File: src/bpi_pkg.sv
`default_nettype none

package bpi_pkg;

	typedef logic [15:0] word_t;	// Host and flash data word
	typedef logic [22:0] addr_t;	// Flash word address

	// Opcode in bits 4:0 of a command word
	typedef enum logic [4:0] {
		CMD_NOOP        = 5'h00,
		CMD_READ_1      = 5'h02,
		CMD_READ_SR     = 5'h06,
		CMD_CLR_SR      = 5'h09,
		CMD_BLOCK_ERASE = 5'h0A,
		CMD_PROGRAM     = 5'h0B,
		CMD_LOAD_ADDR   = 5'h17,	// Local, followed by offset word
		CMD_CLR_STATUS  = 5'h1C	// Local
	} bpi_cmd_e;

	typedef enum logic [1:0] {
		OP_WRITE = 2'b01,
		OP_READ  = 2'b10
	} bpi_op_e;

	////////////////////
	// PROM command set
	localparam word_t FL_READ_ARRAY = 16'h00FF;
	localparam word_t FL_READ_SR    = 16'h0070;
	localparam word_t FL_CLR_SR     = 16'h0050;
	localparam word_t FL_ERASE      = 16'h0020;
	localparam word_t FL_CONFIRM    = 16'h00D0;
	localparam word_t FL_PROGRAM    = 16'h0040;

	// Bank and block decoding
	localparam addr_t BANK_MASK         = 23'h780000;
	localparam addr_t PARAM_BLOCK_START = 23'h7F0000;	// 16K blocks from here up
	localparam addr_t PARAM_BLOCK_MASK  = 23'h7FC000;
	localparam addr_t MAIN_BLOCK_MASK   = 23'h7F0000;

	localparam int SR_READY_BIT = 7;
	localparam logic [7:0] ERASE_ERR_MASK = 8'h2A;
	localparam logic [7:0] PROG_ERR_MASK  = 8'h1A;

	////////////////////
	// Status word layout with the PROM status register in the low byte
	localparam int ST_RBK_EMPTY = 15;
	localparam int ST_RBK_FULL  = 14;
	localparam int ST_RBK_UNDER = 13;
	localparam int ST_RBK_OVER  = 12;
	localparam int ST_CMD_EMPTY = 11;
	localparam int ST_CMD_FULL  = 10;
	localparam int ST_CMD_UNDER = 9;
	localparam int ST_CMD_OVER  = 8;

endpackage

`default_nettype wire

File: src/bpi_cmd_parser.sv
`timescale 1ns/1ps
`default_nettype none

module bpi_cmd_parser (
	input  wire                      CLK,
	input  wire                      local_rst,
	input  wire                      bpi_enbl,
	input  wire                      bpi_dsbl,
	input  wire bpi_pkg::word_t      fifo_data,
	input  wire                      fifo_empty,
	input  wire                      seq_done,
	output logic                     fifo_pop,
	output logic                     seq_start,
	output bpi_pkg::bpi_cmd_e        seq_cmd,
	output bpi_pkg::addr_t           seq_addr,
	output bpi_pkg::word_t           seq_data,
	output logic                     clr_sticky
);
	import bpi_pkg::*;

	typedef enum logic [2:0] {
		P_IDLE,
		P_FETCH,
		P_EXTRA,
		P_DISPATCH,
		P_WAIT
	} parse_state_e;

	parse_state_e   state;
	logic           enabled;
	bpi_cmd_e       cmd_q;
	bpi_cmd_e       fifo_cmd;
	logic [6:0]     arg_q;	// Base address part of the argument
	logic [6:0]     base_q;
	word_t          offset_q;
	word_t          prog_q;

	assign fifo_cmd  = bpi_cmd_e'(fifo_data[4:0]);
	assign fifo_pop  = (state == P_FETCH) || ((state == P_EXTRA) && !fifo_empty);
	assign seq_start = (state == P_DISPATCH);
	assign seq_cmd   = cmd_q;
	assign seq_addr  = {base_q, offset_q};
	assign seq_data  = prog_q;

	// Enable wins over disable
	always_ff @(posedge CLK or posedge local_rst)
	begin
		if (local_rst)
			enabled <= 1'b0;
		else if (bpi_enbl)
			enabled <= 1'b1;
		else if (bpi_dsbl)
			enabled <= 1'b0;
	end

	////////////////////
	// Command FSM
	always_ff @(posedge CLK or posedge local_rst)
	begin
		if (local_rst)
		begin
			state      <= P_IDLE;
			cmd_q      <= CMD_NOOP;
			base_q     <= '0;
			offset_q   <= '0;
			clr_sticky <= 1'b0;
		end
		else
		begin
			clr_sticky <= 1'b0;
			case (state)
				P_IDLE:
					if (enabled && !fifo_empty)
						state <= P_FETCH;	// Only new commands need enable
				P_FETCH:
				begin
					cmd_q <= fifo_cmd;
					case (fifo_cmd)
						CMD_LOAD_ADDR, CMD_PROGRAM:
							state <= P_EXTRA;
						CMD_READ_1, CMD_READ_SR, CMD_CLR_SR, CMD_BLOCK_ERASE:
							state <= P_DISPATCH;
						CMD_CLR_STATUS:
						begin
							clr_sticky <= 1'b1;
							state      <= P_IDLE;
						end
						default:
							state <= P_IDLE;	// Unused codes dropped
					endcase
				end
				P_EXTRA:
					if (!fifo_empty)	// Stall mid-command until the word arrives
					begin
						if (cmd_q == CMD_LOAD_ADDR)
						begin
							base_q   <= arg_q;
							offset_q <= fifo_data;
							state    <= P_IDLE;
						end
						else
							state <= P_DISPATCH;
					end
				P_DISPATCH:
					state <= P_WAIT;
				P_WAIT:
					if (seq_done)
					begin
						if (cmd_q == CMD_READ_1 || cmd_q == CMD_PROGRAM)
							offset_q <= offset_q + 1'b1;	// Auto-increment
						state <= P_IDLE;
					end
				default:
					state <= P_IDLE;
			endcase
		end
	end

	always_ff @(posedge CLK)
	begin
		if (state == P_FETCH)
			arg_q <= fifo_data[11:5];
		if (state == P_EXTRA && !fifo_empty)
			prog_q <= fifo_data;	// Program data word
	end

endmodule

`default_nettype wire

File: config.mk
export PLATFORM = sky130hd
export DESIGN_NAME = bpi_cmd_parser
export DESIGN_NICKNAME = d
export VERILOG_FILES = /design/src/bpi_pkg.sv /design/src/bpi_cmd_parser.sv
export SDC_FILE = /design/constraint.sdc
export NUM_CORES = 1
export LEC_CHECK = 0
export BUFFER_PORTS_ARGS = -buffer_cell sky130_fd_sc_hd__buf_2
export CAP_MARGIN = 20
export CORE_UTILIZATION = 52
export DETAILED_ROUTE_END_ITERATION = 6
export GPL_TIMING_DRIVEN = 0
export PLACE_DENSITY = 0.76
export RECOVER_POWER = 100
export SLEW_MARGIN = 10
export SYNTH_ARGS = -nofsm -noshare
export SYNTH_HDL_FRONTEND = slang
export SYNTH_SLANG_ARGS = --single-unit
File: constraint.sdc
create_clock -name CLK -period 3.4 [get_ports CLK]
set_input_delay 0.51 -clock CLK [delete_from_list [all_inputs] [get_ports CLK]]
set_output_delay 0.51 -clock CLK [all_outputs]
set_load 0.01 [all_outputs]
==> metrics.cfg <==
[finish]
antenna-diode-count = 0
area_delta_synth_final_pct = 17.13
drive_above_1_share = 0.1122
fin_cells = 361
stdcell_area_sq_mm = 0.002977
fin_nets = 316

[setup_path]
reg2reg_from = state[0]$_DFFE_PP0P_
crit_path_start_kind = flip-flop
path_cells = nand2b_1 -> nor3_1 -> or2_2 -> clkbuf_1
r2r_slack_ps = 720
critPathKind = flip-flop to output port
reg2reg_to = offset_q[4]$_DFFE_PP0P_
end_kind = output port
arrival_ps = 2280
required_ps = 2890
max_stage_delay_ps = 890
critPathSlowestCell = nor3_1
critPathMaxFanout = 9
reg2regPathDepth = 7

[yosys]
synth_area_sq_mm = 0.002541
yosysTopAreaCell = dfrtp_1
syn_avg_cell_area_sq_um = 11.71
yosys_register_bits = 56
synthTopCellsByArea = dfrtp_1, edfxtp_1, mux2_2
yosys-top-cells-count = dfrtp_1, nand2_1, edfxtp_1
syn-num-nets = 240
ys_types = 48
post-synth-top-count-cell = dfrtp_1
synthFlopType = dfrtp_1
synthCells = 217
ys.warnings.count = 0
synth_edf_count = 23
synth.top_cell.area_share = 0.3250
synth-seq-area-share = 0.5968
async_flop_share = 0.5893

[hold_path]
worstHoldStart = bpi_enbl
holdPathEnd = enabled$_DFFE_PP0P_
hold_path_depth = 2
hold_path_class = primary input to flip-flop

[timing]
maxSlewHeadroom = 0.1362
setup_violations = 0
final_max_slew_viol_count = 0
fmax_mhz = 358.2
rsz0062_at_grt = no
worst-slew-pin-transition_ps = 1294
fin_crit_sh = 0.8210
finalClockSkew_ps = 5.904
min_period_ps = 2791
hold_viol = 0
setup-tns-final_ps = 0
setup_ws_ps = 608.6

[floorplan]
dieArea_sq_mm = 0.005170
chipHeight_um = 71.91
die_w_um = 71.91
pin_count = 69
start_util = 0.5380
coreArea_sq_mm = 0.004723
num_rows = 25

[route]
finalWirelength_um = 5742
dr.pass1.iters = 4
drtIter0Drc = 120
ant_nets = 0
viasPerCell = 5.582
drc = 0
vias = 2015
routedWlPerCell_um = 15.91

[global_route]
grt_pass1_vias = 1931
grt_pass1_wl_um = 9335
antenna_found_initial = 0
grt_max_degree = 34
grt_usage = 0.2381
gr-total-overflow = 0

[power]
leakage_uw = 0.001142
p_per_area_mw_per_mm2 = 675.4
total_power_uw = 2010
vdd_drop_max_mv = 0.4357

[cts]
ctsResizeCount = 0
cts_buffers = 5
post-cts-setup-buffers = 0
root_buffer = clkbuf_8
clk_latency_ps = 300
clockBufferDepth = 2
clkTransAtPathRegs_ps = 90
cts_hold_buf = 0
cts_tree = built
cts.sinks = 56
htreeDepth = 2

[placement]
post-place-ws_ps = 1152
placed_cell_area_sq_mm = 0.002978
portBuffers = 68
post-place-cells = 353
dp_hpwl_um = 4080
gp_congestion = 0.8757

[run]
drv_cap = 0

[outcome]
status = finished clean

## cell usage in the layout, fill, tap and decap left out, types with 5 or more instances in the layout
cell type,Yosys,routed
clkbuf_8,0,5
o21ai_0,11,12
clkbuf_1,4,69
nor2_1,11,11
nand3_1,7,7
nand2_1,26,26
dfrtp_1,33,33
a21oi_1,17,18
mux2_2,12,12
a31oi_1,6,6
buf_2,2,7
edfxtp_1,23,23
## routing by layer
metal  GRT usage  share of wire
met1      0.3190           0.45
met5           0              0
met2      0.3962           0.49
met3     0.04583          0.052
met4     0.07407          0.017
## state kept, by name (all words and copies together), names as in the netlist
register	cells
base_q	7
seq_cmd	5
state	3
arg_q	7
offset_q	16
enabled	1
clr_sticky	1
seq_data	16
## cell families after synthesis
kind of cell             after synthesis  synth area share
flip-flops                            56            0.5967
AND/OR/NAND/NOR                       73            0.1571
adder cells (fa/ha/maj)                1          0.004923
XOR/XNOR                               2          0.006894
multiplexers                          12           0.05318
AO/OA/AOI/OAI                         61            0.1566
buffers and inverters                 12           0.02461
## power breakdown
part	internal, uW	total, uW	leakage, uW	switching [uW]
clock network	219	418	0.0000552	199
registers	879	1040	0.000635	162
logic	227	551	0.000452	324
## stage by stage
stage | hold WS (ps) | utilization
CTS | 347.8 | 0.6532
global route | 380.8 | 0.6302
floorplan | 445.3 | -
detailed placement | 466.4 | 0.6305
finish | 383.7 | 0.6302
global placement | 457.3 | 0.6278
## worst max path at each step
stage	from	endpoint	slack [ps]	cells after the start
floorplan	state[2]$_DFFE_PP0P_	base_q[0]$_DFFE_PP0P_	530	4
global placement	state[2]$_DFFE_PP0P_	base_q[2]$_DFFE_PP0P_	-420	4
detailed placement	state[1]$_DFFE_PP0P_	base_q[6]$_DFFE_PP0P_	1150	4
CTS	state[0]$_DFFE_PP0P_	fifo_pop	920	4
global route	state[2]$_DFFE_PP0P_	fifo_pop	430	4
finish	state[2]$_DFFE_PP0P_	fifo_pop	610	4
## layout make-up
class                   instances  area [sq um]
inverters                       4         15.01
flip-flops and latches         56          1516
multi-input cells             149         940.9
clock inverters                 2         35.03
repair buffers                 69         265.3
fillers                       420          1747
well taps                      67         83.83
clock buffers                   6         72.57
plain buffers                   8         47.55
## worst max-delay path, delay by kind of cell (launching register included)
family        cells  cell delay, ps
buf+inv           1             150
flops             1             450
simple gates      3            1380
Power figures use the tool's default switching activity.
