<file path="src/bpi_pkg.sv">
`default_nettype none

package bpi_pkg;

	typedef logic [15:0] word_t;	// Host and flash data word
	typedef logic [22:0] addr_t;	// Flash word address

	// Opcode in bits 4:0 of a command word
	typedef enum logic [4:0] {
		CMD_NOOP        = 5'h00,
		CMD_READ_1      = 5'h02,
		CMD_READ_SR     = 5'h06,
		CMD_CLR_SR      = 5'h09,
		CMD_BLOCK_ERASE = 5'h0A,
		CMD_PROGRAM     = 5'h0B,
		CMD_LOAD_ADDR   = 5'h17,	// Local, followed by offset word
		CMD_CLR_STATUS  = 5'h1C	// Local
	} bpi_cmd_e;

	typedef enum logic [1:0] {
		OP_WRITE = 2'b01,
		OP_READ  = 2'b10
	} bpi_op_e;

	////////////////////
	// PROM command set
	localparam word_t FL_READ_ARRAY = 16'h00FF;
	localparam word_t FL_READ_SR    = 16'h0070;
	localparam word_t FL_CLR_SR     = 16'h0050;
	localparam word_t FL_ERASE      = 16'h0020;
	localparam word_t FL_CONFIRM    = 16'h00D0;
	localparam word_t FL_PROGRAM    = 16'h0040;

	// Bank and block decoding
	localparam addr_t BANK_MASK         = 23'h780000;
	localparam addr_t PARAM_BLOCK_START = 23'h7F0000;	// 16K blocks from here up
	localparam addr_t PARAM_BLOCK_MASK  = 23'h7FC000;
	localparam addr_t MAIN_BLOCK_MASK   = 23'h7F0000;

	localparam int SR_READY_BIT = 7;
	localparam logic [7:0] ERASE_ERR_MASK = 8'h2A;
	localparam logic [7:0] PROG_ERR_MASK  = 8'h1A;

	////////////////////
	// Status word layout with the PROM status register in the low byte
	localparam int ST_RBK_EMPTY = 15;
	localparam int ST_RBK_FULL  = 14;
	localparam int ST_RBK_UNDER = 13;
	localparam int ST_RBK_OVER  = 12;
	localparam int ST_CMD_EMPTY = 11;
	localparam int ST_CMD_FULL  = 10;
	localparam int ST_CMD_UNDER = 9;
	localparam int ST_CMD_OVER  = 8;

endpackage

`default_nettype wire

</file>
<file path="src/bpi_sequencer.sv">
`timescale 1ns/1ps
`default_nettype none

module bpi_sequencer (
	input  wire                          CLK,
	input  wire                          local_rst,
	input  wire                          seq_start,
	input  wire bpi_pkg::bpi_cmd_e       seq_cmd,
	input  wire bpi_pkg::addr_t          seq_addr,
	input  wire bpi_pkg::word_t          seq_data,
	input  wire                          cyc_done,
	input  wire bpi_pkg::word_t          cyc_rdata,
	output logic                         seq_done,
	output logic                         cyc_start,
	output bpi_pkg::bpi_op_e             cyc_op,
	output bpi_pkg::addr_t               cyc_addr,
	output bpi_pkg::word_t               cyc_data,
	output logic                         rbk_push,
	output bpi_pkg::word_t               rbk_wdata,
	output logic                         sr_load,
	output logic [7:0]                   sr_value
);
	import bpi_pkg::*;

	// Each bus cycle has an issue state and a wait state
	typedef enum logic [3:0] {
		S_IDLE,
		S_FIRST,
		S_FIRST_W,
		S_SECOND,
		S_SECOND_W,
		S_POLL_CMD,
		S_POLL_CMD_W,
		S_POLL_RD,
		S_POLL_RD_W,
		S_FINISH
	} seq_state_e;

	seq_state_e   state;
	bpi_cmd_e     cmd_q;
	addr_t        addr_q;
	word_t        data_q;
	addr_t        bank_addr;
	addr_t        block_addr;

	assign bank_addr  = addr_q & BANK_MASK;
	assign block_addr = (addr_q >= PARAM_BLOCK_START) ? (addr_q & PARAM_BLOCK_MASK)
		: (addr_q & MAIN_BLOCK_MASK);	// 16K parameter vs 64K main blocks

	assign cyc_start = (state == S_FIRST) || (state == S_SECOND) ||
		(state == S_POLL_CMD) || (state == S_POLL_RD);
	assign seq_done  = (state == S_FINISH);

	////////////////////
	// Bus cycle contents per step
	always_comb
	begin
		cyc_op   = OP_WRITE;
		cyc_addr = bank_addr;
		cyc_data = FL_READ_SR;	// Also the poll setup write
		case (state)
			S_FIRST, S_FIRST_W:
				case (cmd_q)
					CMD_READ_1:
						cyc_data = FL_READ_ARRAY;
					CMD_CLR_SR:
						cyc_data = FL_CLR_SR;
					CMD_BLOCK_ERASE:
					begin
						cyc_addr = block_addr;
						cyc_data = FL_ERASE;
					end
					CMD_PROGRAM:
					begin
						cyc_addr = addr_q;
						cyc_data = FL_PROGRAM;
					end
					default: ;
				endcase
			S_SECOND, S_SECOND_W:
				case (cmd_q)
					CMD_READ_1:
					begin
						cyc_op   = OP_READ;
						cyc_addr = addr_q;
					end
					CMD_BLOCK_ERASE:
					begin
						cyc_addr = block_addr;
						cyc_data = FL_CONFIRM;
					end
					CMD_PROGRAM:
					begin
						cyc_addr = addr_q;
						cyc_data = data_q;
					end
					default:
						cyc_op = OP_READ;	// Status register at bank
				endcase
			S_POLL_RD, S_POLL_RD_W:
				cyc_op = OP_READ;
			default: ;
		endcase
	end

	always_ff @(posedge CLK or posedge local_rst)
	begin
		if (local_rst)
		begin
			state    <= S_IDLE;
			cmd_q    <= CMD_NOOP;
			rbk_push <= 1'b0;
			sr_load  <= 1'b0;
		end
		else
		begin
			rbk_push <= 1'b0;
			sr_load  <= 1'b0;
			case (state)
				S_IDLE:
					if (seq_start)
					begin
						cmd_q <= seq_cmd;
						case (seq_cmd)
							CMD_READ_1, CMD_READ_SR, CMD_CLR_SR, CMD_BLOCK_ERASE, CMD_PROGRAM:
								state <= S_FIRST;
							default:
								state <= S_FINISH;
						endcase
					end
				S_FIRST:
					state <= S_FIRST_W;
				S_FIRST_W:
					if (cyc_done)
						state <= (cmd_q == CMD_CLR_SR) ? S_FINISH : S_SECOND;
				S_SECOND:
					state <= S_SECOND_W;
				S_SECOND_W:
					if (cyc_done)
					begin
						rbk_push <= (cmd_q == CMD_READ_1);
						sr_load  <= (cmd_q == CMD_READ_SR);
						if (cmd_q == CMD_BLOCK_ERASE || cmd_q == CMD_PROGRAM)
							state <= S_POLL_CMD;
						else
							state <= S_FINISH;
					end
				S_POLL_CMD:
					state <= S_POLL_CMD_W;
				S_POLL_CMD_W:
					if (cyc_done)
						state <= S_POLL_RD;
				S_POLL_RD:
					state <= S_POLL_RD_W;
				S_POLL_RD_W:
					if (cyc_done)
					begin
						sr_load <= 1'b1;	// Every poll updates the status byte
						if (cyc_rdata[SR_READY_BIT])
							state <= S_FINISH;
						else
							state <= S_POLL_RD;
					end
				default:
					state <= S_IDLE;
			endcase
		end
	end

	always_ff @(posedge CLK)
	begin
		if (state == S_IDLE && seq_start)
		begin
			addr_q <= seq_addr;
			data_q <= seq_data;
		end
		if (cyc_done)
		begin
			rbk_wdata <= cyc_rdata;
			sr_value  <= cyc_rdata[7:0];
		end
	end

endmodule

`default_nettype wire

</file>
<file path="config.mk">
export PLATFORM = sky130hd
export DESIGN_NAME = bpi_sequencer
export DESIGN_NICKNAME = d
export VERILOG_FILES = /design/src/bpi_pkg.sv /design/src/bpi_sequencer.sv
export SDC_FILE = /design/constraint.sdc
export NUM_CORES = 1
export LEC_CHECK = 0
export BUFFER_PORTS_ARGS = -buffer_cell sky130_fd_sc_hd__buf_2
export CORE_ASPECT_RATIO = 2
export CORE_MARGIN = 5
export CORE_UTILIZATION = 43
export CTS_BUF_LIST = sky130_fd_sc_hd__clkbuf_2
export DETAILED_ROUTE_END_ITERATION = 6
export PLACE_DENSITY = 0.82
export SLEW_MARGIN = 5
export SYNTH_ARGS = -nofsm -noshare
export SYNTH_HDL_FRONTEND = slang
export SYNTH_SLANG_ARGS = --single-unit
</file>
<file path="constraint.sdc">
create_clock -name CLK -period 2.2 [get_ports CLK]
set_clock_uncertainty 0.1 [all_clocks]
set_input_delay 0.11 -clock CLK [delete_from_list [all_inputs] [get_ports CLK]]
set_output_delay 0.11 -clock CLK [all_outputs]
set_load 0.02 [all_outputs]
</file>
==> impl_metrics.json <==
{
  "status": "finished with violations",
  "failed_checks": "setup timing",
  "start_kind": "flop",
  "hold_viol": 0,
  "initial_utilization_pct": 43.8,
  "cp-end-kind": "output pin",
  "tightest_slew_ns": 0.456,
  "dieArea_um2": 8520,
  "drv_cap": 0,
  "synth-async-reset-ratio_pct": 16.7,
  "finalMaxSlewViolations": 0,
  "antenna_found_initial": 0,
  "fillers": 411,
  "cp_max_fo": 14,
  "mostFrequentLayoutCells": "buf_2, dlygate4sd3_1, edfxtp_1",
  "crit_required_ns": 1.99,
  "layout_commonest_cell": "buf_2",
  "reg2reg_depth": 6,
  "area_growth_pct": 64.4,
  "cts_tree": "built",
  "postRouteAntennaNets": 0,
  "relSlewSlack_pct": 69.6,
  "clock_path_buffers": 2,
  "min_path_cells": 2,
  "synth_edf_count": 55,
  "ys.flop_type": "edfxtp_1",
  "drive_gt1_share_pct": 47.7,
  "total_power_w": 0.00450,
  "fin_area_um2": 4730,
  "setup_ws_ns": -0.345,
  "p_leak_nw": 2.02,
  "period_share_pct": 116,
  "clk_pin_slew_ns": 0.23,
  "dp.cells": 421,
  "coreArea_um2": 6570,
  "diodes": 0,
  "synth_cell_types": 50,
  "critPathKind": "flop to output pin",
  "syn_nets": 276,
  "dr.pass1.iters": 4,
  "wirelength_um": 9010,
  "grt_usage_pct": 22.0,
  "hold_path_class": "input pin to flop",
  "seq_area_frac_synth_pct": 67.0,
  "syn_inst": 212,
  "globalRouteOverflowTotal": 0,
  "syn-mean-instance-area_um2": 13.6,
  "grt_first_pass_wirelength_um": 13600,
  "fmax_ghz": 0.393,
  "finalCriticalPeriod_ns": 2.55,
  "cts_buffers": 9,
  "rsz0062_at_grt": "yes",
  "die_h_um": 126,
  "final_cells": 509,
  "vias": 2537,
  "cts_root_buf": "clkbuf_2",
  "fin_nets": 480,
  "via_per_inst": 4.98,
  "finalSetupViolations": 36,
  "max-vdd-ir-drop_v": 0.000738,
  "dp_hpwl_um": 4970,
  "placed_area_um2": 3590,
  "p_per_area_nw_per_um2": 952,
  "drcViolationCount": 0,
  "grt_pass1_vias": 2679,
  "fp.dieW_um": 67.8,
  "timing.hold.ws_ns": 0.146,
  "ys_ff_latch": 66,
  "synthesis.area_um2": 2880,
  "wl_per_cell_um": 17.7,
  "synth_warnings": 0,
  "grt_max_degree": 40,
  "htree_levels": 3,
  "cts_sinks": 66,
  "clk_latency_ns": 0.50,
  "gp_congestion": 0.835,
  "port_buffers": 132,
  "crit_arrival_ns": 2.34,
  "core.rowCount": 42,
  "drtIter0Drc": 134,
  "ios": 133
}
==> cells in the mapped netlist (all sizes together) (2+ instances only) <==
cell type | instances | share of area (%)
inv | 8 | 1.0
a2111oi | 2 | 1.3
nand2 | 17 | 2.2
nand3 | 3 | 0.52
mux2 | 5 | 2.0
a21oi | 5 | 1.3
dfrtp | 11 | 9.6
nand4 | 2 | 0.44
clkbuf | 3 | 0.44
edfxtp | 55 | 57
o21ai | 7 | 1.2
a31oi | 3 | 0.65
nand2b | 3 | 0.65
nor2 | 11 | 1.4
a22oi | 2 | 0.70
nor2b | 17 | 3.7
and3 | 3 | 0.65
o211ai | 3 | 0.78
and2 | 10 | 2.2
nor3b | 3 | 0.78
a211oi | 2 | 0.70
buf | 16 | 4.1
==> flip-flops by register name (all words and copies together) (netlist names) <==
| register | flops |
|---|---|
| state | 4 |
| cmd_q | 5 |
| sr_load | 1 |
| rbk_push | 1 |
| data_q | 16 |
| addr_q | 23 |
| rbk_wdata | 16 |
==> cell families (layout without fill, tap and decap cells) <==
group	count (synthesis)	after routing	share of synthesized area, %
AND/OR/NAND/NOR	80	80	15.9
multiplexers	6	6	2.31
flip-flops	66	66	67.0
AO/OA/AOI/OAI	32	32	8.88
XOR/XNOR	1	1	0.305
buffers and inverters	27	236	5.61
==> metal layers <==
| metal | up-vias | wire length [um] | global-route usage, % |
|---|---|---|---|
| li1 | 1175 | - | - |
| met1 | 1206 | 2820 | 22.1 |
| met2 | 127 | 5120 | 37.3 |
| met3 | 29 | 718 | 8.11 |
| met4 | 0 | 350 | 12.5 |
| met5 | - | 0 | 0 |
==> worst max-delay path: stages (launching register included) <==
cell	delay, ns
dfrtp_1	0.43
or3b_4	0.47
a21oi_4	0.28
a22oi_2	0.14
buf_12	0.18
nor2b_1	0.16
buf_4	0.17
==> power breakdown <==
| group | total, W | switching (W) | internal (W) |
|---|---|---|---|
| registers | 0.00189 | 0.000202 | 0.00169 |
| logic | 0.00179 | 0.00101 | 0.000785 |
| clock network | 0.000818 | 0.000447 | 0.000372 |
| total | 0.00450 | 0.00166 | 0.00284 |
==> repair_timing <==
action	4_1_cts	5_1_grt
endpoints found under the setup margin	37	38
hold buffers	64	0
pin swaps	2	8
setup buffers	3	5
resized for setup	48	37
gates cloned	0	0
hold endpoints to repair	93	0
==> through the flow <==
step	setup slack [ns]	TNS [ns]	utilization, %
floorplan	0.106	0	-
global placement	0.302	0	54.7
detailed placement	0.255	0	54.7
CTS	-0.280	-8.07	69.3
global route	-0.519	-14.52	72.0
finish	-0.345	-8.33	72.0
==> worst paths after layout <==
| path | slack (ns) | startpoint | endpoint |
|---|---|---|---|
| max in group asynchronous | 1.07 | local_rst | state[3] |
| min in group asynchronous | 0.58 | local_rst | state[0] |
| setup / recovery | -0.35 | state[0] | cyc_addr[9] |
| hold / removal | 0.15 | seq_addr[9] | addr_q[9] |
| hold reg to reg | 0.51 | state[0] | state[0] |
| setup reg to reg | 0.13 | state[0] | state[3] |
==> final cells by class <==
| cell class | instances | area, um2 | area share (%) |
|---|---|---|---|
| well taps | 88 | 110 | 2.33 |
| multi-input cells | 119 | 920 | 19.4 |
| inverters | 8 | 33.8 | 0.714 |
| clock buffers | 9 | 45.0 | 0.953 |
| clock inverters | 7 | 91.3 | 1.93 |
| flip-flops and latches | 66 | 1930 | 40.8 |
| repair buffers | 212 | 1600 | 33.8 |
(Power assumes the default switching activity.)
