--- src/bpi_pkg.sv ---
`default_nettype none

package bpi_pkg;

	typedef logic [15:0] word_t;	// Host and flash data word
	typedef logic [22:0] addr_t;	// Flash word address

	// Opcode in bits 4:0 of a command word
	typedef enum logic [4:0] {
		CMD_NOOP        = 5'h00,
		CMD_READ_1      = 5'h02,
		CMD_READ_SR     = 5'h06,
		CMD_CLR_SR      = 5'h09,
		CMD_BLOCK_ERASE = 5'h0A,
		CMD_PROGRAM     = 5'h0B,
		CMD_LOAD_ADDR   = 5'h17,	// Local, followed by offset word
		CMD_CLR_STATUS  = 5'h1C	// Local
	} bpi_cmd_e;

	typedef enum logic [1:0] {
		OP_WRITE = 2'b01,
		OP_READ  = 2'b10
	} bpi_op_e;

	////////////////////
	// PROM command set
	localparam word_t FL_READ_ARRAY = 16'h00FF;
	localparam word_t FL_READ_SR    = 16'h0070;
	localparam word_t FL_CLR_SR     = 16'h0050;
	localparam word_t FL_ERASE      = 16'h0020;
	localparam word_t FL_CONFIRM    = 16'h00D0;
	localparam word_t FL_PROGRAM    = 16'h0040;

	// Bank and block decoding
	localparam addr_t BANK_MASK         = 23'h780000;
	localparam addr_t PARAM_BLOCK_START = 23'h7F0000;	// 16K blocks from here up
	localparam addr_t PARAM_BLOCK_MASK  = 23'h7FC000;
	localparam addr_t MAIN_BLOCK_MASK   = 23'h7F0000;

	localparam int SR_READY_BIT = 7;
	localparam logic [7:0] ERASE_ERR_MASK = 8'h2A;
	localparam logic [7:0] PROG_ERR_MASK  = 8'h1A;

	////////////////////
	// Status word layout with the PROM status register in the low byte
	localparam int ST_RBK_EMPTY = 15;
	localparam int ST_RBK_FULL  = 14;
	localparam int ST_RBK_UNDER = 13;
	localparam int ST_RBK_OVER  = 12;
	localparam int ST_CMD_EMPTY = 11;
	localparam int ST_CMD_FULL  = 10;
	localparam int ST_CMD_UNDER = 9;
	localparam int ST_CMD_OVER  = 8;

endpackage

`default_nettype wire

--- src/bpi_status.sv ---
`timescale 1ns/1ps
`default_nettype none

module bpi_status (
	input  wire                    CLK,
	input  wire                    local_rst,
	input  wire                    rbk_empty,
	input  wire                    rbk_full,
	input  wire                    rbk_over,
	input  wire                    rbk_under,
	input  wire                    cmd_empty,
	input  wire                    cmd_full,
	input  wire                    cmd_over,
	input  wire                    cmd_under,
	input  wire                    sr_load,
	input  wire [7:0]              sr_value,
	input  wire                    clr_sticky,
	output bpi_pkg::word_t         bpi_status
);
	import bpi_pkg::*;

	always_ff @(posedge CLK or posedge local_rst)
	begin
		if (local_rst)
			bpi_status <= '0;
		else
		begin
			// Live FIFO flags
			bpi_status[ST_RBK_EMPTY] <= rbk_empty;
			bpi_status[ST_RBK_FULL]  <= rbk_full;
			bpi_status[ST_CMD_EMPTY] <= cmd_empty;
			bpi_status[ST_CMD_FULL]  <= cmd_full;

			// Sticky errors where a new pulse beats a clear in the same cycle
			bpi_status[ST_RBK_UNDER] <= rbk_under || (!clr_sticky && bpi_status[ST_RBK_UNDER]);
			bpi_status[ST_RBK_OVER]  <= rbk_over || (!clr_sticky && bpi_status[ST_RBK_OVER]);
			bpi_status[ST_CMD_UNDER] <= cmd_under || (!clr_sticky && bpi_status[ST_CMD_UNDER]);
			bpi_status[ST_CMD_OVER]  <= cmd_over || (!clr_sticky && bpi_status[ST_CMD_OVER]);

			if (sr_load)
				bpi_status[7:0] <= sr_value;	// Last PROM status byte
		end
	end

endmodule

`default_nettype wire

--- config.mk ---
export PLATFORM = sky130hd
export DESIGN_NAME = bpi_status
export DESIGN_NICKNAME = d
export VERILOG_FILES = /design/src/bpi_pkg.sv /design/src/bpi_status.sv
export SDC_FILE = /design/constraint.sdc
export NUM_CORES = 1
export LEC_CHECK = 0
export ABC_AREA = 1
export BUFFER_PORTS_ARGS = -buffer_cell sky130_fd_sc_hd__buf_2
export CAP_MARGIN = 20
export CORE_AREA = 5 5 44 46
export CTS_CLUSTER_DIAMETER = 40
export DETAILED_ROUTE_END_ITERATION = 8
export DIE_AREA = 0 0 49 51
export HOLD_SLACK_MARGIN = 0.08
export PLACE_DENSITY = 0.73
export SLEW_MARGIN = 5
export SYNTH_ARGS = -nofsm -noshare
export SYNTH_HDL_FRONTEND = slang
export SYNTH_SLANG_ARGS = --single-unit
--- constraint.sdc ---
create_clock -name CLK -period 0.8 [get_ports CLK]
set_input_delay 0.04 -clock CLK [delete_from_list [all_inputs] [get_ports CLK]]
set_output_delay 0.04 -clock CLK [all_outputs]
set_load 0.02 [all_outputs]
==> results.toml, run 1 <==
[run_status]
run_status = "finished with violations"
violations = "setup timing"

[synthesis]
synth_cells = 56
synth-seq-area-share_pct = 71.75
ys_seq_elements = 16
yosysUniqueCellTypes = 5
synth_area_sq_um = 558.0
synth.avg_cell_area_sq_um = 9.965
syn_nets = 76
yosys_warnings = 0

[global_routing]
antenna_found_initial = 0
track_usage_pct = 15.28
grt_pass1_wl_um = 2911
overflow = 0
grt_max_degree = 10
first_global_vias = 653

[place]
dp_hpwl_um = 992.9
portBuffers = 35
place_area_sq_um = 757.0
globalplace.congestion = 0.6502

[detailed_routing]
dr_total_vias = 572
drt_iter0_markers = 4
vias_per_cell = 4.145
drc = 0
first_pass_iters = 4
wl_per_cell_um = 12.25
totalWireLength_um = 1691
ant_nets = 0

[setup_path]
startpoint_type = "flip-flop"
worstSetupStartpoint = "bpi_status[0]"
slowest_delay_ps = 410
reg2reg_slack_ps = 40
crit_end = "bpi_status[0]"
end_kind = "output port"
critPathMaxFanout = 2
worst-setup-path-type = "flip-flop to output port"
critical_path.slowest_cell = "dfrtp_1"
cpLargestDelayFamily = "flip-flops"
crit_arrival_ps = 830
timing.rr.start = "bpi_status[13]"
crit_cells = 1
cp_num_buf_inv = 1
cp_cell_sequence = "buf_6"
reg2regPathDepth = 3
critPathRequiredTime_ps = 760
r2r-end = "bpi_status[13]"

[timing]
relSlewSlack_pct = 82.68
setup_tns_ps = -741.3
finalSetupViolations = 16
fin_crit_sh_pct = 108.2
tightest_slew_ps = 259.8
finalCriticalPeriod_ps = 865.2
fin_hold_ws_ps = 71.23
finalMaxSlewViolations = 0
grt_setup_unrepaired = "yes"
max_clock_freq_mhz = 1156
hold_viol = 0
setup_ws_ps = -65.22
clock_skew_ps = 0

[power_and_ir_drop]
power_density_nw_per_um2 = 1631
peakVddDrop_v = 0.001272
p_leak_nw = 0.6451
power_mw = 1.877

[flow_run]
cap_violations = 0

[floorplan]
io_pins = 36
die_h_um = 51
initial_core_util_pct = 37.93
rows = 14
die_w_um = 49
dieArea_sq_um = 2499
coreArea_sq_um = 1471

[clock_network]
cts_tree = "built"
numCtsBuffers = 3
clock_path_buffers = 2
path_clk_slew_ps = 90
cts_htree_levels = 1
cts-root-buf = "clkbuf_4"
clock_latency_ps = 270
clock-sinks = 16

[finish]
largest-register = "bpi_status"
syn_to_final_growth_pct = 106.3
largest_reg_flops = 16
final-seq-area_sq_um = 400.4
final_cell_area_sq_um = 1151
fill_cells = 97
drive_above_1_share_pct = 36.89
antenna_cells = 0
multi_input_area_sq_um = 120.1
fin_nets = 143
postLayoutCoreUtil_pct = 78.23
largestRegisters = "bpi_status: 16 flops"

[hold_path]
hold_class = "primary input to flip-flop"
placed cells by master, fill, tap and decap left out:
cell	n
buf_2	19
buf_4	5
buf_6	16
clkbuf_4	3
clkbuf_8	1
dfrtp_1	16
dlygate4sd3_1	21
dlymetal6s4s_1	2
inv_1	6
inv_2	1
nand2_1	32
report_power, final:
| part | total (mW) | switching (mW) | internal, mW |
|---|---|---|---|
| clock network | 0.514 | 0.238 | 0.276 |
| logic | 0.454 | 0.193 | 0.261 |
| registers | 0.909 | 0.0411 | 0.868 |
| total | 1.88 | 0.472 | 1.41 |
synthesized netlist by cell type:
master	n	area share (%)
inv_2	1	0.67
inv_1	6	4.0
buf_6	1	2.0
nand2_1	32	22
dfrtp_1	16	72
how the worst min path moves through the flow:
stage,start,endpoint,slack [ps],cells after the start
after floorplan,local_rst,bpi_status[0],-50,1
after global placement,local_rst,bpi_status[10],30,3
after detailed placement,local_rst,bpi_status[14],40,3
after CTS,local_rst,bpi_status[9],300,4
after global routing,sr_load,bpi_status[3],90,4
final,sr_load,bpi_status[3],70,4
logic make-up after synthesis:
kind of cell	Yosys count	synth area share, %
buffers and inverters	8	6.725
flip-flops	16	71.75
AND/OR/NAND/NOR	32	21.53
per-layer routing:
metal	global-route usage (%)	routed length [um]
met1	14.94	642
met2	30.43	922
met3	4.942	115
met4	4.036	10
met5	0	0
metrics by stage:
stage               worst slack [ps]  std cells
floorplan                      124.0         56
global placement               224.8        108
detailed placement             182.5        108
CTS                           -71.15        136
global route                  -97.90        138
finish                        -65.22        138
cell type report:
| cell class | count | share of cell area [%] |
|---|---|---|
| Timing Repair Buffer | 63 | 47.61 |
| Sequential cell | 16 | 34.78 |
| Multi-Input combinational cell | 32 | 10.43 |
| Clock buffer | 4 | 3.152 |
| Inverter | 7 | 2.283 |
| Tap cell | 16 | 1.739 |
repair_timing:
action / in CTS / in global routing
setup endpoints to repair: 16 / 24
hold buffers: 22 / 2
buffers inserted: 2 / 1
hold endpoints to repair: 32 / 1
gates resized for setup: 32 / 2
Note: power is estimated with default switching activity, not from simulation.
==> inputs of run 2 (changes only) <==
Settings changed: CORE_AREA 5 5 44 46 to 5 5 43 45, DIE_AREA 0 0 49 51 to 0 0 48 50, PLACE_DENSITY 0.73 to 0.76.
Clock period 0.8 ns to 1.07 ns, I/O delays scaled along.
==> run 2 against run 1 <==
  * The run now ends clean
  * Via count is 3.8% lower
  * First-iteration DRC count is 50% lower
  * Critical path depth stayed put
  * Worst setup slack better by 240 ps
  * Clock skew stayed put
  * Sequential share of layout area is 6.6 points higher
  * Die area is 4.0% lower
  * Global-route usage is 1.7 points lower
  * Routed wire length is 10% lower
  * Clock-buffer cell count stayed put
  * Highest routed layer unchanged
  * Sequential power is 26% lower
==> results.toml, run 2 (synthesized netlist as in run 1, its figures left out) <==
[run_status]
run_status = "complete, no violations"

[detailed_routing]
first_pass_iters = 4
ant_nets = 0
dr_total_vias = 550
wl_per_cell_um = 11.76
vias_per_cell = 4.264
drc = 0
totalWireLength_um = 1517
drt_iter0_markers = 2

[global_routing]
track_usage_pct = 13.58
antenna_found_initial = 0
use_met2_pct = 23.57
grt_max_degree = 17
met3_usage_pct = 4.727
busiest_layer = "met2"
first_global_vias = 539
grt_use_met1_pct = 14.71
grt_pass1_wl_um = 2304
overflow = 0

[finish]
instances_no_fill = 129
layout_commonest_cell = "buf_2"
final_cell_area_sq_um = 968.4
largestRegisters = "bpi_status: 16 flops"
final_cell_mix = "35 x buf_2, 32 x nand2_1, 19 x dlygate4sd3_1"
fin_nets = 134
largest-register = "bpi_status"
antenna_cells = 0
largest_reg_flops = 16
syn_to_final_growth_pct = 73.54
drive_above_1_share_pct = 35.40

[floorplan]
die_h_um = 50
dieArea_sq_um = 2400
initial_core_util_pct = 38.85
io_pins = 36
coreArea_sq_um = 1436
die_w_um = 48
rows = 14

[timing]
setup_ws_ps = 174.4
relSlewSlack_pct = 60.53
finalSetupViolations = 0
finalCriticalPeriod_ps = 895.6
setup_tns_ps = 0
fin_crit_sh_pct = 83.70
finalMaxSlewViolations = 0
max_clock_freq_mhz = 1117
fin_hold_ws_ps = 418.7
tightest_slew_ps = 591.4
hold_viol = 0
grt_setup_unrepaired = "no"
clock_skew_ps = 0

[flow_run]
cap_violations = 0

[power_and_ir_drop]
clkPwrFrac_pct = 29.1
p_leak_nw = 0.5536
pwr-share-comb_pct = 19.7
power_frac_seq_pct = 51.3
power.internal_uw = 973.0
peakVddDrop_v = 0.0007642
power_density_nw_per_um2 = 1349
p_sw_uw = 333.9
switching_share_pct = 25.55

[clock_network]
path_clk_slew_ps = 90
cts_tree = "built"
cts-root-buf = "clkbuf_4"
cts_htree_levels = 1
clock-sinks = 16
clock_path_buffers = 2
cts_resized = 0
clock_latency_ps = 280
post_cts.repair.setup_buffers = 0
numCtsBuffers = 3

[place]
globalplace.congestion = 0.6246
placed_cells = 106
dp_slack_ps = 463.6
portBuffers = 35
dp_hpwl_um = 966.7
place_area_sq_um = 742.0

[setup_path]
end_kind = "output port"
cpLargestDelayFamily = "flip-flops"
reg2reg_slack_ps = 440
cp_cell_sequence = "buf_2"
slowest_delay_ps = 400
critical_path.slowest_cell = "dfrtp_1"
critPathRequiredTime_ps = 1020
crit_arrival_ps = 840
critPathMaxFanout = 2
startpoint_type = "flip-flop"
worst-setup-path-type = "flip-flop to output port"
cp_num_buf_inv = 1

[hold_path]
hold_class = "primary input to asynchronous set/reset pin"
run 2: worst register-to-register path, cell delays in order (launching register included):
cell	delay (ps)
dfrtp_1	400
nand2_1	70
nand2_1	50
run 2: what timing repair did:
| item | CTS | global route |
|---|---|---|
| hold endpoints to repair | 32 | 0 |
| hold buffers | 19 | 0 |
| endpoints found under the setup margin | 0 | 0 |
run 2: area by class of cell:
class,instances,area [sq um]
well taps,16,20.02
clock buffers,4,36.28
inverters,7,26.28
flip-flops and latches,16,400.4
repair buffers,54,365.4
fillers,109,467.9
multi-input cells,32,120.1
run 2: per-stage QoR:
| step | util [%] | total power [mW] |
|---|---|---|
| finish | 67.42 | 1.307 |
| detailed placement | 51.66 | 0.8842 |
| CTS | 67.42 | 1.327 |
| floorplan | - | 0.7931 |
| global placement | 51.66 | 0.8777 |
| global route | 67.42 | 1.382 |
run 2: worst paths after layout:
| kind | to | depth (start not counted) | from |
|---|---|---|---|
| max in group asynchronous | bpi_status[11] | 3 | local_rst |
| min in group CLK | bpi_status[10] | 2 | cmd_full |
| setup reg to reg | bpi_status[13] | 2 | bpi_status[13] |
| hold reg to reg | bpi_status[7] | 2 | bpi_status[7] |
| hold / removal | bpi_status[8] | 3 | local_rst |
| setup / recovery | bpi_status[8] | 1 | bpi_status[8] |
run 2: power groups by stage:
stage | clock, mW | sequential (mW) | combinational (mW)
after CTS | 0.402 | 0.670 | 0.255
final | 0.380 | 0.670 | 0.257
after global placement | 0 | 0.679 | 0.198
after global routing | 0.426 | 0.675 | 0.281
after detailed placement | 0 | 0.682 | 0.203
after floorplan | 0 | 0.738 | 0.0546
run 2: metal layers:
metal	share of wire (%)	wire, um
met1	39	596
met4	0.92	14
met2	48	724
met5	0	0
met3	12	181
==> inputs of run 3 (changes only) <==
Settings changed: CORE_AREA 5 5 43 45 to 5 5 44 46, DIE_AREA 0 0 48 50 to 0 0 49 51, PLACE_DENSITY 0.76 to 0.73.
Clock period 1.07 ns to 0.9 ns, I/O delays scaled along.
==> run 3 against run 2 <==
  * Worst setup slack worse by 150 ps
  * Sequential share of layout area is 2.3 points lower
  * Final cell count is 3.9% higher
  * Sequential cell count stayed put
  * Clock power is 18% higher
  * Global-route usage is 1.0 points lower
  * Combinational power is 32% higher
  * Largest cell class is now buffers
  * First-iteration DRC count grew to 3.5 times the previous value
  * Critical path type unchanged
  * Clock skew stayed put
  * Highest routed layer unchanged
  * Sequential power is 19% higher
  * Hold slack worse by 160 ps
  * Final area is 5.8% higher
==> results.toml, run 3 (synthesized netlist as in run 1, its figures left out) <==
[timing]
max_clock_freq_mhz = 1145
clock_skew_ps = 0
setup_tns_ps = 0
grt_setup_unrepaired = "yes"
finalSetupViolations = 0
tightest_slew_ps = 317.0
finalMaxSlewViolations = 0
fin_crit_sh_pct = 97.02
relSlewSlack_pct = 78.84
hold_viol = 0
finalCriticalPeriod_ps = 873.2

[finish]
largest-register = "bpi_status"
antenna_cells = 0
largest_reg_flops = 16
final_cell_mix = "32 x nand2_1, 32 x buf_2, 19 x dlygate4sd3_1"
fin_nets = 139
syn_to_final_growth_pct = 83.63
drive_above_1_share_pct = 38.14
fill_cells = 115
largestRegisters = "bpi_status: 16 flops"
postLayoutCoreUtil_pct = 69.64
final_cell_area_sq_um = 1025

[clock_network]
path_clk_slew_ps = 90
cts_tree = "built"
clock_latency_ps = 270
numCtsBuffers = 3
cts_htree_levels = 1
cts-root-buf = "clkbuf_4"
clock_path_buffers = 2
clock-sinks = 16

[global_routing]
grt_pass1_wl_um = 2511
antenna_found_initial = 0
first_global_vias = 589
overflow = 0
track_usage_pct = 12.56
grt_max_degree = 10

[setup_path]
reg2reg_slack_ps = 160
cp_cell_sequence = "buf_2"
r2r-end = "bpi_status[9]"
cp_num_buf_inv = 1
worst-setup-path-type = "flip-flop to output port"
startpoint_type = "flip-flop"
critical_path.slowest_cell = "dfrtp_1"
crit_cells = 1
reg2regPathDepth = 3
slowest_delay_ps = 400
critPathMaxFanout = 2
critPathRequiredTime_ps = 850
crit_arrival_ps = 830
timing.rr.start = "bpi_status[9]"
end_kind = "output port"
cpLargestDelayFamily = "flip-flops"

[detailed_routing]
totalWireLength_um = 1493
ant_nets = 0
dr_total_vias = 558
drt_iter0_markers = 7
vias_per_cell = 4.164
drc = 0
first_pass_iters = 3
wl_per_cell_um = 11.14

[place]
globalplace.congestion = 0.6515
portBuffers = 35
place_area_sq_um = 749.5

[power_and_ir_drop]
peakVddDrop_v = 0.0008335
power_density_nw_per_um2 = 1546
p_leak_nw = 0.5840

[flow_run]
cap_violations = 0

[floorplan]
coreArea_sq_um = 1471
dieArea_sq_um = 2499
die_h_um = 51
die_w_um = 49
io_pins = 36
initial_core_util_pct = 37.93
rows = 14

[hold_path]
hold_class = "primary input to asynchronous set/reset pin"

[run_status]
run_status = "complete, no violations"
==> run 3: changes by cell type in the layout (fill, tap and decap cells not counted) <==
cell and delta:
buf_2 -3, buf_4 +5, buf_6 +3
==> run 3: worst max-delay path by stage <==
stage                                to  slack (ps)          start
after floorplan           bpi_status[0]         220  bpi_status[0]
after global routing      bpi_status[9]         -10  bpi_status[9]
final                     bpi_status[9]          30  bpi_status[9]
after global placement    bpi_status[2]         330  bpi_status[2]
after CTS                 bpi_status[8]          20  bpi_status[8]
after detailed placement  bpi_status[8]         280  bpi_status[8]
==> run 3: what timing repair did <==
action,CTS,global route
hold endpoints to repair,32,0
endpoints found under the setup margin,0,6
hold buffers,19,0
gates resized for setup,0,6
setup buffers,0,4
==> run 3: metal layers <==
metal / vias to the layer above / share of wire (%) / routed length, um / GRT usage, %
li1: 286 / - / - / -
met1: 246 / 40 / 597 / 13.12
met2: 24 / 51 / 763 / 23.48
met3: 2 / 8.2 / 122 / 4.360
met4: 0 / 0.67 / 10 / 4.036
met5: - / 0 / 0 / 0
==> run 3: cell type report <==
| type | instances | area (sq um) | share of cell area [%] |
|---|---|---|---|
| Sequential cell | 16 | 400.4 | 39.07 |
| Multi-Input combinational cell | 32 | 120.1 | 11.72 |
| Inverter | 7 | 26.28 | 2.564 |
| Clock buffer | 4 | 36.28 | 3.541 |
| Timing Repair Buffer | 59 | 421.7 | 41.15 |
| Tap cell | 16 | 20.02 | 1.954 |
==> run 3: per-stage QoR <==
| step | total power, mW | worst slack [ps] | hold WS (ps) | instances |
|---|---|---|---|---|
| after global placement | 1.045 | 326.1 | 0.9995 | 107 |
| final | 1.584 | 26.84 | 262.3 | 134 |
| after CTS | 1.566 | 20.21 | 267.3 | 130 |
| after floorplan | 0.9429 | 224.0 | -41.26 | 56 |
| after global routing | 1.675 | -11.20 | 278.5 | 134 |
| after detailed placement | 1.052 | 279.0 | 9.137 | 107 |
==> run 3: worst min-delay path, cell delays in order <==
cell and delay, ps:
dlygate4sd3_1 540, buf_2 120, inv_1 240
==> run 3: power breakdown <==
group,switching [mW],internal [mW]
registers,0.0262,0.771
clock network,0.202,0.245
logic,0.167,0.172
total,0.395,1.19
